## src/common/vga_pkg.sv

```systemverilog
package vga_pkg;

    // pixel coordinate width, enough for 1344 total columns
    localparam int COORD_W = 11;

    // 0 is an empty tile, n stands for 2**n
    typedef logic [3:0] tile_exp_t;

    // tile index row*4+col, tile 0 in the lowest nibble
    typedef tile_exp_t [15:0] board_t;

    typedef struct packed {
        logic [3:0] r;
        logic [3:0] g;
        logic [3:0] b;
    } rgb_t;

    typedef struct packed {
        logic [COORD_W-1:0] x;
        logic [COORD_W-1:0] y;
        logic               active; // inside the visible area
    } pix_pos_t;

    typedef struct packed {
        logic        psel;
        logic        penable;
        logic        pwrite;
        logic [7:0]  paddr;  // byte address
        logic [31:0] pwdata;
    } apb_req_t;

    typedef struct packed {
        logic [31:0] prdata;
        logic        pready;
        logic        pslverr;
    } apb_rsp_t;

    localparam logic [7:0] ADDR_BOARD_LO = 8'h00; // tiles 0..7
    localparam logic [7:0] ADDR_BOARD_HI = 8'h04; // tiles 8..15
    localparam logic [7:0] ADDR_CTRL     = 8'h08; // bit 0 commit

    // board placement in 64 pixel cells
    localparam int CELL_SHIFT = 6;
    localparam int BOARD_ROW0 = 2;
    localparam int BOARD_COL0 = 1;

    localparam rgb_t COL_BLACK = 12'h000;
    localparam rgb_t COL_BG    = 12'hffe; // pale background
    localparam rgb_t COL_FRAME = 12'hbaa; // frame lines

    // tile fill by exponent, entry 13 covers 8192 and above
    localparam rgb_t TILE_COLOR [0:13] = '{
        12'hccb, // empty
        12'heed, // 2
        12'heec, // 4
        12'hfb7, // 8
        12'hf96, // 16
        12'hf75, // 32
        12'hf53, // 64
        12'hec7, // 128
        12'hec6, // 256
        12'h00c, // 512
        12'h3be, // 1024
        12'h009, // 2048
        12'h006, // 4096
        12'h003  // 8192
    };

endpackage

```

## src/design/sync_timing.sv

```systemverilog
`timescale 1ns/1ps

module sync_timing #(
    parameter int H_ACTIVE = 640,
    parameter int H_FRONT  = 16,
    parameter int H_SYNC   = 96,
    parameter int H_TOTAL  = 800,
    parameter int V_ACTIVE = 480,
    parameter int V_FRONT  = 10,
    parameter int V_SYNC   = 2,
    parameter int V_TOTAL  = 525
) (
    input  logic              CP,
    input  logic              RST,
    output vga_pkg::pix_pos_t pos_o,
    output logic              frame_start_o,
    output logic              hsync_o,
    output logic              vsync_o
);

    localparam int CW = vga_pkg::COORD_W;

    localparam logic [CW-1:0] X_TOTAL  = CW'(H_TOTAL);
    localparam logic [CW-1:0] X_LAST   = CW'(H_TOTAL - 1);
    localparam logic [CW-1:0] Y_LAST   = CW'(V_TOTAL - 1);
    localparam logic [CW-1:0] X_ACTIVE = CW'(H_ACTIVE);
    localparam logic [CW-1:0] Y_ACTIVE = CW'(V_ACTIVE);
    localparam logic [CW-1:0] HS_START = CW'(H_ACTIVE + H_FRONT);
    localparam logic [CW-1:0] HS_END   = CW'(H_ACTIVE + H_FRONT + H_SYNC);
    localparam logic [CW-1:0] VS_START = CW'(V_ACTIVE + V_FRONT);
    localparam logic [CW-1:0] VS_END   = CW'(V_ACTIVE + V_FRONT + V_SYNC);

    logic [CW-1:0] x_q;
    logic [CW-1:0] y_q;

    always_ff @(posedge CP or posedge RST) begin
        if (RST) begin
            x_q <= '0;
            y_q <= '0;
        end else if (x_q == X_LAST) begin
            x_q <= '0;
            if (y_q == Y_LAST) begin
                y_q <= '0; // frame wrap
            end else begin
                y_q <= y_q + 1'b1;
            end
        end else begin
            x_q <= x_q + 1'b1;
        end
    end

    assign pos_o = '{x: x_q, y: y_q, active: (x_q < X_ACTIVE) && (y_q < Y_ACTIVE)};
    assign frame_start_o = (x_q == '0) && (y_q == '0);

    // sync outputs lag the counter by one edge, in step with rgb_o
    always_ff @(posedge CP or posedge RST) begin
        if (RST) begin
            hsync_o <= 1'b1;
        end else if (x_q == HS_START) begin
            hsync_o <= 1'b0;
        end else if (x_q == HS_END) begin
            hsync_o <= 1'b1;
        end
    end

    always_ff @(posedge CP or posedge RST) begin
        if (RST) begin
            vsync_o <= 1'b1;
        end else if (x_q == '0) begin // line boundary only
            if (y_q == VS_START) begin
                vsync_o <= 1'b0;
            end else if (y_q == VS_END) begin
                vsync_o <= 1'b1;
            end
        end
    end

    x_range_a: assert property (@(posedge CP) disable iff (RST) x_q < X_TOTAL);

    // pulse width, checked on each rising edge
    hsync_width_a: assert property (@(posedge CP) disable iff (RST)
        $rose(hsync_o) |-> !$past(hsync_o, H_SYNC) && $past(hsync_o, H_SYNC + 1));

endmodule

```

## src/design/apb_board_regs.sv

```systemverilog
`timescale 1ns/1ps

module apb_board_regs (
    input  logic              CP,
    input  logic              RST,
    input  vga_pkg::apb_req_t apb_req_i,
    output vga_pkg::apb_rsp_t apb_rsp_o,
    input  logic              frame_start_i,
    output vga_pkg::board_t   board_o
);

    logic            access;
    logic            wr_en;
    logic            hit_lo;
    logic            hit_hi;
    logic            hit_ctrl;
    logic            hit_any;
    logic            commit_wr;
    logic [31:0]     rdata;
    logic            commit_q;
    vga_pkg::board_t staging_q;
    vga_pkg::board_t shadow_q;

    assign access    = apb_req_i.psel && apb_req_i.penable; // access phase
    assign wr_en     = access && apb_req_i.pwrite;
    assign hit_lo    = apb_req_i.paddr == vga_pkg::ADDR_BOARD_LO;
    assign hit_hi    = apb_req_i.paddr == vga_pkg::ADDR_BOARD_HI;
    assign hit_ctrl  = apb_req_i.paddr == vga_pkg::ADDR_CTRL;
    assign hit_any   = hit_lo || hit_hi || hit_ctrl;
    assign commit_wr = wr_en && hit_ctrl && apb_req_i.pwdata[0];

    // staging board written freely by game logic
    always_ff @(posedge CP or posedge RST) begin
        if (RST) begin
            staging_q <= '0;
        end else if (wr_en) begin
            if (hit_lo) begin
                staging_q[7:0] <= apb_req_i.pwdata;
            end
            if (hit_hi) begin
                staging_q[15:8] <= apb_req_i.pwdata;
            end
        end
    end

    // a new commit wins over the clear and waits for the next frame
    always_ff @(posedge CP or posedge RST) begin
        if (RST) begin
            commit_q <= 1'b0;
        end else if (commit_wr) begin
            commit_q <= 1'b1;
        end else if (frame_start_i) begin
            commit_q <= 1'b0;
        end
    end

    // shadow only moves at frame start so a frame is never torn
    always_ff @(posedge CP or posedge RST) begin
        if (RST) begin
            shadow_q <= '0;
        end else if (frame_start_i && commit_q) begin
            shadow_q <= staging_q;
        end
    end

    always_comb begin
        rdata = '0;
        if (access) begin
            if (hit_lo) begin
                rdata = staging_q[7:0];
            end else if (hit_hi) begin
                rdata = staging_q[15:8];
            end else if (hit_ctrl) begin
                rdata = {31'b0, commit_q}; // pending flag
            end
        end
    end

    assign apb_rsp_o = '{prdata: rdata, pready: 1'b1, pslverr: access && !hit_any};
    assign board_o   = shadow_q;

    penable_psel_a: assert property (@(posedge CP) disable iff (RST)
        apb_req_i.penable |-> apb_req_i.psel);

endmodule

```

## src/render/tile_renderer.sv

```systemverilog
`timescale 1ns/1ps

module tile_renderer (
    input  logic              CP,
    input  logic              RST,
    input  vga_pkg::pix_pos_t pos_i,
    input  vga_pkg::board_t   board_i,
    output vga_pkg::rgb_t     rgb_o
);

    localparam int CW     = vga_pkg::COORD_W;
    localparam int SHIFT  = vga_pkg::CELL_SHIFT;
    localparam int CELL_W = CW - SHIFT;

    // last 4 pixels of a cell form the frame line
    localparam logic [SHIFT-1:0] FRAME_OFS = SHIFT'(60);

    localparam logic [CELL_W-1:0] ROW0     = CELL_W'(vga_pkg::BOARD_ROW0);
    localparam logic [CELL_W-1:0] COL0     = CELL_W'(vga_pkg::BOARD_COL0);
    localparam logic [CELL_W-1:0] ROW_TOP  = CELL_W'(vga_pkg::BOARD_ROW0 - 1);
    localparam logic [CELL_W-1:0] COL_LEFT = CELL_W'(vga_pkg::BOARD_COL0 - 1);
    localparam logic [CELL_W-1:0] SPAN     = CELL_W'(4); // 4x4 tiles

    localparam vga_pkg::tile_exp_t EXP_LAST = 4'd13;

    logic [CELL_W-1:0]  cell_x;
    logic [CELL_W-1:0]  cell_y;
    logic [SHIFT-1:0]   ofs_x;
    logic [SHIFT-1:0]   ofs_y;
    logic [CELL_W-1:0]  col_rel;
    logic [CELL_W-1:0]  row_rel;
    logic               in_cols;
    logic               in_rows;
    logic               line_x;
    logic               line_y;
    logic               in_board;
    logic               in_top_edge;
    logic               in_left_edge;
    logic [3:0]         tile_idx;
    vga_pkg::tile_exp_t tile_exp;
    vga_pkg::rgb_t      tile_col;
    vga_pkg::rgb_t      pix_col;

    // cell number from the upper bits, offset from the lower
    assign cell_x = pos_i.x[CW-1:SHIFT];
    assign cell_y = pos_i.y[CW-1:SHIFT];
    assign ofs_x  = pos_i.x[SHIFT-1:0];
    assign ofs_y  = pos_i.y[SHIFT-1:0];

    // relative to the board corner, wraps high when left of or above it
    assign col_rel = cell_x - COL0;
    assign row_rel = cell_y - ROW0;
    assign in_cols = col_rel < SPAN;
    assign in_rows = row_rel < SPAN;

    assign line_x = ofs_x >= FRAME_OFS;
    assign line_y = ofs_y >= FRAME_OFS;

    assign in_board     = in_rows && in_cols;
    assign in_top_edge  = (cell_y == ROW_TOP) && in_cols;  // strip above row 0
    assign in_left_edge = (cell_x == COL_LEFT) && in_rows; // strip left of col 0

    assign tile_idx = {row_rel[1:0], col_rel[1:0]}; // row*4+col
    assign tile_exp = board_i[tile_idx];

    always_comb begin
        if (tile_exp >= EXP_LAST) begin
            tile_col = vga_pkg::TILE_COLOR[EXP_LAST]; // 8192 and above
        end else begin
            tile_col = vga_pkg::TILE_COLOR[tile_exp];
        end
    end

    always_comb begin
        if (!pos_i.active) begin
            pix_col = vga_pkg::COL_BLACK; // blanking
        end else if (in_board) begin
            if (line_x || line_y) begin
                pix_col = vga_pkg::COL_FRAME;
            end else begin
                pix_col = tile_col;
            end
        end else if (in_top_edge) begin
            if (line_y) begin
                pix_col = vga_pkg::COL_FRAME; // outer frame top
            end else begin
                pix_col = vga_pkg::COL_BG;
            end
        end else if (in_left_edge) begin
            if (line_x) begin
                pix_col = vga_pkg::COL_FRAME; // outer frame left
            end else begin
                pix_col = vga_pkg::COL_BG;
            end
        end else begin
            pix_col = vga_pkg::COL_BG;
        end
    end

    // one cycle behind the position, same as the sync outputs
    always_ff @(posedge CP or posedge RST) begin
        if (RST) begin
            rgb_o <= vga_pkg::COL_BLACK;
        end else begin
            rgb_o <= pix_col;
        end
    end

    blank_black_a: assert property (@(posedge CP) disable iff (RST)
        !pos_i.active |=> rgb_o == vga_pkg::COL_BLACK);

endmodule

```

## src/design/vga_top.sv

```systemverilog
`timescale 1ns/1ps

module vga_top #(
    parameter int H_ACTIVE = 640,
    parameter int H_FRONT  = 16,
    parameter int H_SYNC   = 96,
    parameter int H_TOTAL  = 800,
    parameter int V_ACTIVE = 480,
    parameter int V_FRONT  = 10,
    parameter int V_SYNC   = 2,
    parameter int V_TOTAL  = 525
) (
    input  logic              CP,
    input  logic              RST,
    input  vga_pkg::apb_req_t apb_req_i,
    output vga_pkg::apb_rsp_t apb_rsp_o,
    output logic              hsync_o,
    output logic              vsync_o,
    output vga_pkg::rgb_t     rgb_o
);

    vga_pkg::pix_pos_t pos;
    logic              frame_start;
    vga_pkg::board_t   shown_board; // shadow copy, stable for a whole frame

    sync_timing #(
        .H_ACTIVE (H_ACTIVE),
        .H_FRONT  (H_FRONT),
        .H_SYNC   (H_SYNC),
        .H_TOTAL  (H_TOTAL),
        .V_ACTIVE (V_ACTIVE),
        .V_FRONT  (V_FRONT),
        .V_SYNC   (V_SYNC),
        .V_TOTAL  (V_TOTAL)
    ) u_sync_timing (
        .CP            (CP),
        .RST           (RST),
        .pos_o         (pos),
        .frame_start_o (frame_start),
        .hsync_o       (hsync_o),
        .vsync_o       (vsync_o)
    );

    apb_board_regs u_apb_board_regs (
        .CP            (CP),
        .RST           (RST),
        .apb_req_i     (apb_req_i),
        .apb_rsp_o     (apb_rsp_o),
        .frame_start_i (frame_start),
        .board_o       (shown_board)
    );

    tile_renderer u_tile_renderer (
        .CP      (CP),
        .RST     (RST),
        .pos_i   (pos),
        .board_i (shown_board),
        .rgb_o   (rgb_o)
    );

endmodule

```

## config.mk

```make
export PLATFORM = sky130hd
export DESIGN_NAME = vga_top
export DESIGN_NICKNAME = d
export VERILOG_FILES = /design/src/common/vga_pkg.sv /design/src/design/sync_timing.sv /design/src/design/apb_board_regs.sv /design/src/render/tile_renderer.sv /design/src/design/vga_top.sv
export SDC_FILE = /design/constraint.sdc
export NUM_CORES = 1
export LEC_CHECK = 0
export ABC_CLOCK_PERIOD_IN_PS = 14400
export BUFFER_PORTS_ARGS = -buffer_cell sky130_fd_sc_hd__buf_4
export CAP_MARGIN = 20
export CORE_ASPECT_RATIO = 1.2
export CORE_MARGIN = 3
export CORE_UTILIZATION = 45
export CTS_CLUSTER_SIZE = 20
export DETAILED_ROUTE_END_ITERATION = 12
export GPL_TIMING_DRIVEN = 0
export HOLD_SLACK_MARGIN = 0.15
export PLACE_DENSITY = 0.67
export SLEW_MARGIN = 20
export SYNTH_ARGS = -nofsm -noshare
export SYNTH_HDL_FRONTEND = slang
export SYNTH_SLANG_ARGS = --single-unit
```

## constraint.sdc

```tcl
create_clock -name CP -period 14.4 [get_ports CP]
set_input_delay 0.72 -clock CP [delete_from_list [all_inputs] [get_ports CP]]
set_output_delay 0.72 -clock CP [all_outputs]
set_load 0.005 [all_outputs]
```

==> results of run 1 <==
[routing by layer]
layer  vias to the layer above  GRT usage [%]
met1                      2864           27.5
met4                         0           7.94
met5                         -              0
met3                        33           3.93
li1                       2555              -
met2                       178           35.5
[per-stage QoR]
step	hold WS, ps	power, mW	utilization, %	area [um^2]
after CTS	350	0.962	55.9	9570
final	349	0.954	55.9	9570
after floorplan	455	0.487	-	7990
after global placement	470	0.503	52.3	8940
after global routing	380	0.985	55.9	9570
after detailed placement	480	0.505	52.5	8980
[final cells by class]
class | count | area, um^2
multi-input cells | 420 | 3610
clock buffers | 21 | 450
well taps | 216 | 270
clock inverters | 11 | 141
fillers | 1439 | 7540
inverters | 17 | 71.3
flip-flops and latches | 165 | 4130
repair buffers | 92 | 711
plain buffers | 40 | 186
[worst max-delay path: stages, from the launching register on]
cell     delay [ps]
dfrtp_1         350
buf_2           250
inv_1           200
ha_1            320
buf_2           250
buf_2           330
mux4_2          400
mux4_2          560
ha_1            280
a211o_1         280
o31a_1          120
or3b_1          380
a31oi_1         170
[synth_stat cells (2+ instances only)]
cell / instances / share of area (%)
o21ai_1: 5 / 0.31
dfstp_2: 2 / 0.66
buf_6: 2 / 0.28
buf_1: 5 / 0.23
a21oi_1: 18 / 1.1
or2_2: 2 / 0.16
nand3_1: 15 / 0.94
mux4_2: 19 / 5.4
o21ai_0: 12 / 0.75
nand4b_1: 2 / 0.22
a22oi_1: 31 / 2.9
ha_1: 18 / 2.8
inv_2: 2 / 0.094
nand2_1: 23 / 1.1
o31a_1: 2 / 0.22
and2_1: 4 / 0.31
o211ai_1: 2 / 0.19
o31ai_1: 3 / 0.28
inv_1: 15 / 0.70
buf_2: 14 / 0.88
and3_1: 4 / 0.31
a31oi_1: 4 / 0.31
nor2_1: 56 / 2.6
and4_1: 3 / 0.33
clkbuf_1: 18 / 0.85
dfrtp_1: 163 / 51
o22ai_1: 3 / 0.23
mux2_4: 2 / 0.38
nor3_1: 10 / 0.63
a21o_1: 3 / 0.28
mux2_1: 122 / 17
nor4b_1: 2 / 0.22
a211o_1: 2 / 0.22
mux2i_1: 5 / 0.63
nand4_1: 5 / 0.39
nand2b_1: 2 / 0.16
xnor2_1: 8 / 0.88
nor4_1: 5 / 0.39
mux2_2: 9 / 1.3
xor2_1: 3 / 0.33
o32ai_1: 2 / 0.22
[kinds of logic (layout without fill, tap and decap cells)]
group / after synthesis / count (layout) / synth area share, %
xor+xnor: 11 / 11 / 1.21
other cells: 1 / 1 / 0.0469
flops: 165 / 165 / 51.7
mux: 157 / 157 / 24.8
buf+inv: 57 / 181 / 3.13
simple gates: 141 / 141 / 8.58
fa+ha+maj: 18 / 18 / 2.82
compound gates: 92 / 92 / 7.67
[final timing paths]
path	endpoint	slack [ps]	startpoint
worst max-delay path	u_tile_renderer.rgb_o[6]$_DFF_PP0_	10420	u_sync_timing.x_q[6]$_DFF_PP0_
worst min-delay path	u_apb_board_regs.board_o[8]$_DFFE_PP0P_	350	RST
worst max register to register	u_tile_renderer.rgb_o[6]$_DFF_PP0_	10420	u_sync_timing.x_q[6]$_DFF_PP0_
worst min register to register	u_apb_board_regs.board_o[21]$_DFFE_PP0P_	490	u_apb_board_regs.board_o[21]$_DFFE_PP0P_
max in group asynchronous	u_apb_board_regs.staging_q[7]$_DFFE_PP0P_	13220	RST
min in group CP	u_apb_board_regs.board_o[21]$_DFFE_PP0P_	490	u_apb_board_regs.board_o[21]$_DFFE_PP0P_
[report_power, final]
part | total, mW | switching (mW) | internal [mW]
clock | 0.458 | 0.193 | 0.265
sequential | 0.468 | 0.00226 | 0.466
combinational | 0.0277 | 0.0166 | 0.0111
[cells in the final DEF (no fill, tap or decap), drive strengths merged, types with 3 or more instances in the layout]
master  netlist  final
o21ai        17     17
inv          17     22
a21oi        18     18
a21o          3      3
nand4         5      5
mux2i         5      5
and2          4      4
dfrtp       163    163
nand3        15     15
mux4         19     19
a22oi        31     31
xnor2         8      8
o22ai         3      3
nor2         56     56
nor4          6      6
and4          3      3
clkbuf       18     39
and3          4      4
mux2        133    133
nand2        23     23
nor3         10     10
xor2          3      3
buf          22    114
a31oi         4      4
o31ai         3      3
ha           18     18
[registers in the layout, indices dropped and copies added, names as in the netlist]
| register | count |
|---|---|
| u_sync_timing.hsync_o | 1 |
| u_apb_board_regs.commit_q | 1 |
| u_apb_board_regs.board_o | 64 |
| u_sync_timing.y_q | 11 |
| u_sync_timing.vsync_o | 1 |
| u_sync_timing.x_q | 11 |
| u_apb_board_regs.staging_q | 64 |
| u_tile_renderer.rgb_o | 12 |
==> out/qor.txt, run 1 <==
Power Density -> 99.7 mW/mm^2
post-CTS sizing -> 0
Worst Skew -> 10.5 ps
num rows -> 52
vias in the first global route -> 6047
layout cells sized above 1 -> 23.1%
status -> finished clean
Finished Layout Cells -> 982
largest net degree at the start of global routing -> 98
first-pass GRT wire length -> 32300 um
Mapped Cells -> 642
drt pass-1 iters -> 4
Die W -> 128 um
CP startpoint kind -> flip-flop
hold buffer count at cts -> 0
Inserted Clock Buffers -> 17
detailed-placement wirelength estimate -> 14300 um
number of flops mapped to enable cells by yosys -> 0
Mapped Area -> 0.00799 mm^2
syn nets -> 705
Final setup viols -> 0
arrival time at the worst endpoint -> 4310 ps
root buffer cell -> clkbuf_16
layout net count -> 816
Primary FF master, synth -> dfrtp_1
Hold Violations, Final -> 0
Leak Pwr -> 4.64 nW
Worst slew margin -> 46.2%
Setup crit end kind -> flip-flop
register area share after synthesis -> 51.7%
RSZ-0062 raised after global routing -> no
max-cap violations -> 0
Critical Path Fanout Max -> 10
Synth async-reset ratio -> 100%
height of the die -> 152 um
Vias -> 5630
total die area -> 0.0194 mm^2
core region area -> 0.0171 mm^2
fin crit period -> 3980 ps
Place WS -> 10450 ps
GPL Wtd Cong -> 0.878
highest metal used -> met4
DR iter-0 viols -> 389
Worst Max-Slew Pin Slew -> 807 ps
Port-buffer cells -> 91
TritonCTS Sinks -> 165
antenna violations before repair -> 0
clk_lat worst skew -> 420 ps
antenna cells -> 0
worst vdd ir -> 0.0000738 V
post-synthesis register bit count -> 165
Achievable Freq -> 251 MHz
final worst setup slack -> 10420 ps
H-tree Lvls -> 4
setup TNS -> 0 ps
final WL -> 20100 um
layout overhead on the synthesized area -> 19.8%
WL met1 -> 8170 um
Post-DRT Antenna Nets -> 0
Yosys cell types -> 56
CTS tree -> done
placed cells -> 950
period utilisation layout -> 27.6%
Hold Crit Class -> in -> async
vias per std cell -> 5.73
grt ovf -> 0
clock transition at the registers of the reported paths -> 60 ps
fin. max-slew vios -> 0
synthesized area per cell -> 12.4 um^2
met2 wire length -> 10100 um
maximum buffer depth of the clock tree -> 2
Crit Path Class -> reg -> reg
WL met3 -> 1190 um
DRC Markers -> 0
Reg2Reg Depth -> 12
Ports -> 93
Crit path required time -> 14740 ps
GRT Resource Usage Total -> 21.2%
mean routed wirelength per cell -> 20.4 um
yosys warns -> 0
postcts setup bufs -> 0
initial cell density of the core -> 46.7%
No activity file was read; power rests on OpenSTA's default activity.
==> inputs of run 2 (changes only) <==
--- a/config.mk
+++ b/config.mk
@@ -5,7 +5,8 @@
 export SDC_FILE = /design/constraint.sdc
 export NUM_CORES = 1
 export LEC_CHECK = 0
-export ABC_CLOCK_PERIOD_IN_PS = 14400
+export ABC_AREA = 1
+export ABC_CLOCK_PERIOD_IN_PS = 3800
 export BUFFER_PORTS_ARGS = -buffer_cell sky130_fd_sc_hd__buf_4
 export CAP_MARGIN = 20
 export CORE_ASPECT_RATIO = 1.2
==> constraint.sdc (replaced) <==
create_clock -name CP -period 3.8 [get_ports CP]
set_input_delay 0.19 -clock CP [delete_from_list [all_inputs] [get_ports CP]]
set_output_delay 0.19 -clock CP [all_outputs]
set_load 0.005 [all_outputs]
==> out/qor.txt, run 2 <==
status -> finished clean
Place WS -> 31.8 ps (-10420 ps)
GRT Resource Usage Total -> 21.8% (+0.54 points)
Mapped Area -> 0.00852 mm^2 (+6.7%)
Critical Path Fanout Max -> 12 (+2)
DRC Markers -> 0 (unchanged)
number of flops mapped to enable cells by yosys -> 0 (unchanged)
antenna cells -> 0 (unchanged)
height of the die -> 157 um (+3.1%)
period utilisation layout -> 92.4% (+65 points)
sw power -> 0.908 mW (+330%)
max-cap violations -> 0 (unchanged)
final worst setup slack -> 290 ps (-10130 ps)
XOR/XNOR Fraction of Synth Area -> 1.03% (-0.18 points)
Post-DRT Antenna Nets -> 0 (unchanged)
Worst slew margin -> 58.3% (+12 points)
Hold Violations, Final -> 0 (unchanged)
final WL -> 22000 um (+9.9%)
slowest CP cell -> dfrtp_1
fin crit period -> 3510 ps (-467 ps)
Hold Crit Class -> in -> reg
TritonCTS Sinks -> 165 (unchanged)
detailed-placement wirelength estimate -> 16400 um (+15%)
setup TNS -> 0 ps (unchanged)
most frequent cells in the layout -> 276 x nand2_1, 163 x dfrtp_1, 140 x inv_1
Synth Area in Compound Gates -> 11.0% (+3.3 points)
vias in the first global route -> 6961 (+15%)
arrival time at the worst endpoint -> 3870 ps (-440 ps)
met2 wire length -> 11000 um (+8.4%)
Int Pwr -> 2.72 mW (+270%)
Setup crit end kind -> flip-flop
clock group share of total power -> 47.0% (-1.0 points)
combinational share of power -> 4.1% (+1.2 points)
highest metal used -> met4
Worst Max-Slew Pin Slew -> 620 ps (-187 ps)
register area share after synthesis -> 48.5% (-3.2 points)
commonest cells in the netlist -> 276 x nand2_1, 163 x dfrtp_1, 141 x inv_1
fill count -> 1698 (+18%)
total die area -> 0.0206 mm^2 (+6.4%)
proportion of synthesized area in mux cells -> 5.81% (-19 points)
Achievable Freq -> 285 MHz (+13%)
Reg2Reg Depth -> 21 (+9)
core region area -> 0.0184 mm^2 (+7.4%)
reg2reg end -> u_tile_renderer.rgb_o[2]$_DFF_PP0_
clk_lat worst skew -> 440 ps (+20 ps)
CTS tree -> done
mean routed wirelength per cell -> 15.4 um (-24%)
Worst Setup SP -> u_sync_timing.x_q[6]$_DFF_PP0_
Crit path required time -> 4160 ps (-10580 ps)
Power Density -> 343 mW/mm^2 (+240%)
Final setup viols -> 0 (unchanged)
Synth async-reset ratio -> 100% (unchanged)
post-synthesis register bit count -> 165 (unchanged)
num rows -> 54 (+3.8%)
Max stage delay on crit path -> 410 ps (-150 ps)
Crit Path Class -> reg -> reg
syn nets -> 1077 (+53%)
WL met3 -> 884 um (-26%)
hold path depth -> 5
layout cells sized above 1 -> 18.9% (-4.2 points)
Primary FF master, synth -> dfrtp_1
Synth Area in Simple Gates -> 21.4% (+13 points)
layout net count -> 1227 (+50%)
maximum buffer depth of the clock tree -> 2 (unchanged)
placed cells -> 1362 (+43%)
hold_ws -> 272 ps (-76.9 ps)
main combinational cell family by area after synthesis -> simple AND/OR/NAND/NOR gates
Synth top area share -> 47.9% (-3.2 points)
Port-buffer cells -> 91 (unchanged)
Adder-Cell Fraction of Synth Area -> 2.64% (-0.18 points)
Vias -> 7087 (+26%)
layout overhead on the synthesized area -> 24.0%
Sw Ratio -> 25.0% (+2.8 points)
grt ovf -> 0 (unchanged)
Inserted Clock Buffers -> 17 (unchanged)
Reg2Reg Launch Point -> u_sync_timing.x_q[6]$_DFF_PP0_
critical-path cell list -> buf_6 > inv_8 > buf_2 > buf_4 > ha_1 > buf_4 > inv_2 > buf_4 > nor2_1 > o21ai_0 > nand2_1 > nand2_1 > nand2_1 > nor2_4 > inv_1 > ha_1 > nor2_1 > nor2_2 > a21oi_2 > nand3_1 > a21oi_1
CP startpoint kind -> flip-flop
antenna violations before repair -> 0 (unchanged)
Ports -> 93 (unchanged)
Leak Pwr -> 5.16 nW (+11%)
WL met1 -> 9770 um (+19%)
worst vdd ir -> 0.000305 V (+310%)
vias per std cell -> 4.96 (-13%)
synthesized area per cell -> 8.40 um^2 (-32%)
drt pass-1 iters -> 5 (+1)
DR iter-0 viols -> 604 (+55%)
Yosys cell types -> 46 (-18%)
root buffer cell -> clkbuf_16
first-pass GRT wire length -> 35700 um (+10%)
cell accounting for the most synthesized area -> dfrtp_1
clock transition at the registers of the reported paths -> 70 ps (about the same)
Hold EP -> u_apb_board_regs.staging_q[19]$_DFFE_PP0P_
largest net degree at the start of global routing -> 35 (-64%)
count leader, synth -> nand2_1
Die W -> 132 um (+3.1%)
H-tree Lvls -> 4 (unchanged)
R2R Setup Slk -> 290 ps (-10130 ps)
fin. max-slew vios -> 0 (unchanged)
GPL Wtd Cong -> 0.841 (-4.2%)
Flop pwr share -> 48.9% (-0.2 points)
most common cell after layout, fill and taps aside -> nand2_1
Worst Skew -> 14.3 ps (+3.75 ps)
yosys warns -> 0 (unchanged)
HP Start -> apb_req_i[34]
Mapped Cells -> 1014 (+58%)
main area contributors after synthesis -> dfrtp_1 48%, nand2_1 12%, o21ai_0 6.5%, inv_1 6.2%, mux2_4 4.2%
initial cell density of the core -> 46.4% (-0.32 points)
Finished Layout Cells -> 1429 (+46%)
-- run 2: metal layers --
metal | vias up | track usage (%)
li1 | 3524 | -
met1 | 3339 | 27.8
met2 | 192 | 38.0
met3 | 32 | 3.86
met4 | 0 | 6.80
met5 | - | 0
-- run 2: power groups by stage --
stage | sequential, mW | combinational [mW] | clock [mW]
after floorplan | 1.81 | 0.0531 | 0
after global placement | 1.81 | 0.109 | 0
after detailed placement | 1.81 | 0.123 | 0
after CTS | 1.77 | 0.150 | 1.73
after global routing | 1.78 | 0.165 | 1.80
final | 1.77 | 0.148 | 1.71
-- run 2: kinds of logic after synthesis --
group	count (synthesis)
simple gates	414
buf+inv	191
compound gates	179
flops	165
mux	36
fa+ha+maj	18
xor+xnor	10
other cells	1
-- run 2: final cells by class --
cell class | count | area, um^2 | share of cell area [%]
buffer | 44 | 260 | 2.46
clock buffer | 18 | 429 | 4.06
clock inverter | 14 | 156 | 1.48
inverter | 147 | 563 | 5.33
multi-input combinational | 658 | 3580 | 33.9
sequential | 165 | 4130 | 39.1
tap | 252 | 315 | 2.98
timing repair buffer | 131 | 1130 | 10.7
-- run 2: critical path: cells and delay by family (launching register included) --
family	cells	cell delay [ps]
flops	1	410
fa+ha+maj	2	480
compound gates	3	350
simple gates	8	810
buf+inv	8	1330
-- run 2: worst max-delay path by stage --
stage | end | slack, ps | cells past startpoint
finish | u_tile_renderer.rgb_o[2]$_DFF_PP0_ | 290 | 21
global placement | u_tile_renderer.rgb_o[1]$_DFF_PP0_ | 70 | 22
CTS | u_tile_renderer.rgb_o[2]$_DFF_PP0_ | 1 | 21
detailed placement | u_tile_renderer.rgb_o[2]$_DFF_PP0_ | 30 | 21
global route | u_tile_renderer.rgb_o[2]$_DFF_PP0_ | -8 | 21
floorplan | u_tile_renderer.rgb_o[1]$_DFF_PP0_ | 790 | 22
-- run 2: what timing repair did --
action | in CTS | in global routing
endpoints found under the hold margin | 137 | 0
endpoints found under the setup margin | 0 | 11
hold buffers | 33 | 0
gates resized for setup | 0 | 5
buffers inserted | 0 | 2
-- run 2: through the flow --
step | power (mW) | instance area, um^2 | utilization [%]
2_1_floorplan | 1.86 | 8520 | -
3_3_place_gp | 1.92 | 9520 | 51.8
3_5_place_dp | 1.93 | 9620 | 52.4
4_1_cts | 3.66 | 10500 | 57.3
5_1_grt | 3.74 | 10600 | 57.5
6_report | 3.63 | 10600 | 57.5
==> inputs of run 3 (changes only) <==
--- a/config.mk
+++ b/config.mk
@@ -12,11 +12,12 @@
 export CORE_ASPECT_RATIO = 1.2
 export CORE_MARGIN = 3
 export CORE_UTILIZATION = 45
+export CTS_CLUSTER_DIAMETER = 100
 export CTS_CLUSTER_SIZE = 20
 export DETAILED_ROUTE_END_ITERATION = 12
 export GPL_TIMING_DRIVEN = 0
 export HOLD_SLACK_MARGIN = 0.15
-export PLACE_DENSITY = 0.67
+export PLACE_DENSITY = 0.68
 export SLEW_MARGIN = 20
 export SYNTH_ARGS = -nofsm -noshare
 export SYNTH_HDL_FRONTEND = slang
==> out/qor.txt, run 3 (synthesis gave the netlist of run 2 again) <==
status -> finished clean
total die area -> 0.0206 mm^2 (unchanged)
grt met1 use -> 27.3% (-0.51 points)
Final setup viols -> 0 (unchanged)
final WL -> 22300 um (+1.3%)
setup TNS -> 0 ps (unchanged)
clk_lat worst skew -> 440 ps (about the same)
busiest grt layer -> met2
Inserted Clock Buffers -> 17 (unchanged)
Hold Crit Class -> in -> reg
num rows -> 54 (unchanged)
vias in the first global route -> 7166 (+2.9%)
Leak Pwr -> 5.19 nW (+0.49%)
DRC Markers -> 0 (unchanged)
period utilisation layout -> 92.8% (+0.41 points)
CP startpoint kind -> flip-flop
Worst Skew -> 11.7 ps (-2.53 ps)
max-cap violations -> 0 (unchanged)
layout net count -> 1226 (-0.081%)
arrival time at the worst endpoint -> 3880 ps (about the same)
CTS tree -> done
Global Route met2 Usage -> 39.1% (+1.1 points)
RSZ-0062 raised after global routing -> no
Crit Path Class -> reg -> reg
detailed-placement wirelength estimate -> 16600 um (+1.1%)
most common cell after layout, fill and taps aside -> nand2_1
Crit path required time -> 4150 ps (about the same)
layout cells sized above 1 -> 18.9% (about the same)
hold_ws -> 277 ps (+4.42 ps)
Worst slew margin -> 57.3% (-1.0 points)
clock transition at the registers of the reported paths -> 70 ps (about the same)
height of the die -> 157 um (unchanged)
fin. max-slew vios -> 0 (unchanged)
global-route met3 utilization -> 4.02% (+0.16 points)
fill count -> 1716 (+1.1%)
layout overhead on the synthesized area -> 24.7%
grt ovf -> 0 (unchanged)
first-pass GRT wire length -> 36300 um (+1.6%)
Vias -> 7147 (+0.85%)
Achievable Freq -> 284 MHz (-0.44%)
Place WS -> 62.4 ps (+30.6 ps)
GPL Wtd Cong -> 0.841 (about the same)
drt pass-1 iters -> 6 (+1)
Port-buffer cells -> 91 (unchanged)
antenna violations before repair -> 0 (unchanged)
vias per std cell -> 5.00 (+0.92%)
maximum buffer depth of the clock tree -> 2 (unchanged)
TritonCTS Sinks -> 165 (unchanged)
Finished Layout Cells -> 1428 (-0.070%)
mean routed wirelength per cell -> 15.6 um (+1.3%)
H-tree Lvls -> 4 (unchanged)
GRT Resource Usage Total -> 22.1% (+0.35 points)
antenna cells -> 0 (unchanged)
fin crit period -> 3530 ps (+15.5 ps)
most frequent cells in the layout -> 276 x nand2_1, 163 x dfrtp_1, 140 x inv_1
core region area -> 0.0184 mm^2 (unchanged)
Seq. cell area -> 0.00413 mm^2 (unchanged)
Pwr Total -> 3.75 mW (+3.3%)
Post-DRT Antenna Nets -> 0 (unchanged)
Critical Path Fanout Max -> 12 (unchanged)
Hold Violations, Final -> 0 (unchanged)
largest net degree at the start of global routing -> 32 (-8.6%)
Ports -> 93 (unchanged)
root buffer cell -> clkbuf_16
DR iter-0 viols -> 548 (-9.3%)
worst vdd ir -> 0.000310 V (+1.6%)
final worst setup slack -> 274 ps (-15.5 ps)
initial cell density of the core -> 46.4% (unchanged)
Setup crit end kind -> flip-flop
Die W -> 132 um (unchanged)
Worst Max-Slew Pin Slew -> 640 ps (+20.1 ps)
Power Density -> 353 mW/mm^2 (+2.8%)
placed cells -> 1363 (+0.073%)
Multi-input gate area -> 0.00358 mm^2 (unchanged)
run 3: cell count changes in the layout (fill, tap and decap cells not counted):
cell       before  now
buf_16          0    2
buf_4          97   95
bufinv_16       0    2
clkinv_8        3    1
buf_12          5    4
clkbuf_1       25   24
clkbuf_8        0    1
run 3: layer usage:
| metal | up-vias | wire (um) |
|---|---|---|
| met5 | - | 0 |
| met4 | 0 | 597 |
| met3 | 46 | 937 |
| met2 | 199 | 11200 |
| met1 | 3389 | 9580 |
| li1 | 3513 | - |
run 3: layout make-up:
class	count	share of cell area, %
plain buffers	44	2.45
clock buffers	18	4.13
clock inverters	14	1.73
inverters	147	5.30
multi-input cells	658	33.7
flip-flops and latches	165	38.9
well taps	252	2.97
repair buffers	130	10.8
run 3: path summary, 6_finish.rpt:
kind	from	slack, ps	cells past startpoint	end
setup / recovery	u_sync_timing.x_q[6]$_DFF_PP0_	270	19	u_tile_renderer.rgb_o[2]$_DFF_PP0_
hold / removal	apb_req_i[34]	280	5	u_apb_board_regs.staging_q[31]$_DFFE_PP0P_
setup reg to reg	u_sync_timing.x_q[6]$_DFF_PP0_	270	19	u_tile_renderer.rgb_o[2]$_DFF_PP0_
hold reg to reg	u_apb_board_regs.board_o[16]$_DFFE_PP0P_	480	2	u_apb_board_regs.board_o[16]$_DFFE_PP0P_
max in group asynchronous	RST	2600	6	u_apb_board_regs.staging_q[14]$_DFFE_PP0P_
min in group asynchronous	RST	310	3	u_sync_timing.x_q[5]$_DFF_PP0_
run 3: report_power, final:
group | internal, mW | switching, mW | leakage (nW) | total (mW)
sequential | 1.77 | 0.00928 | 2.22 | 1.77
combinational | 0.0757 | 0.0764 | 2.66 | 0.152
clock | 1.02 | 0.800 | 0.304 | 1.82
run 3: metrics by stage:
| step | instance area, um^2 | util, % |
|---|---|---|
| final | 10600 | 57.8 |
| after global routing | 10600 | 57.8 |
| after CTS | 10600 | 57.7 |
| after detailed placement | 9660 | 52.6 |
| after global placement | 9520 | 51.8 |
| after floorplan | 8520 | - |
run 3: critical path: stages, from the launching register on:
cell and delay [ps]:
dfrtp_1 410, buf_6 160, inv_8 80, buf_2 230, buf_4 230, ha_1 250, buf_4 170, inv_2 140
buf_4 220, o21ai_0 110, o22ai_1 210, nand2_1 110, nand4_1 190, inv_1 120, ha_1 210, nor2_1 130
nor2_2 70, a21oi_2 160, nand3_1 100, a21oi_1 140
run 3: repair_timing:
action	in CTS	in global routing
resized for setup	0	5
hold buffers	33	0
endpoints found under the setup margin	0	9
setup buffers	0	0
endpoints found under the hold margin	151	0
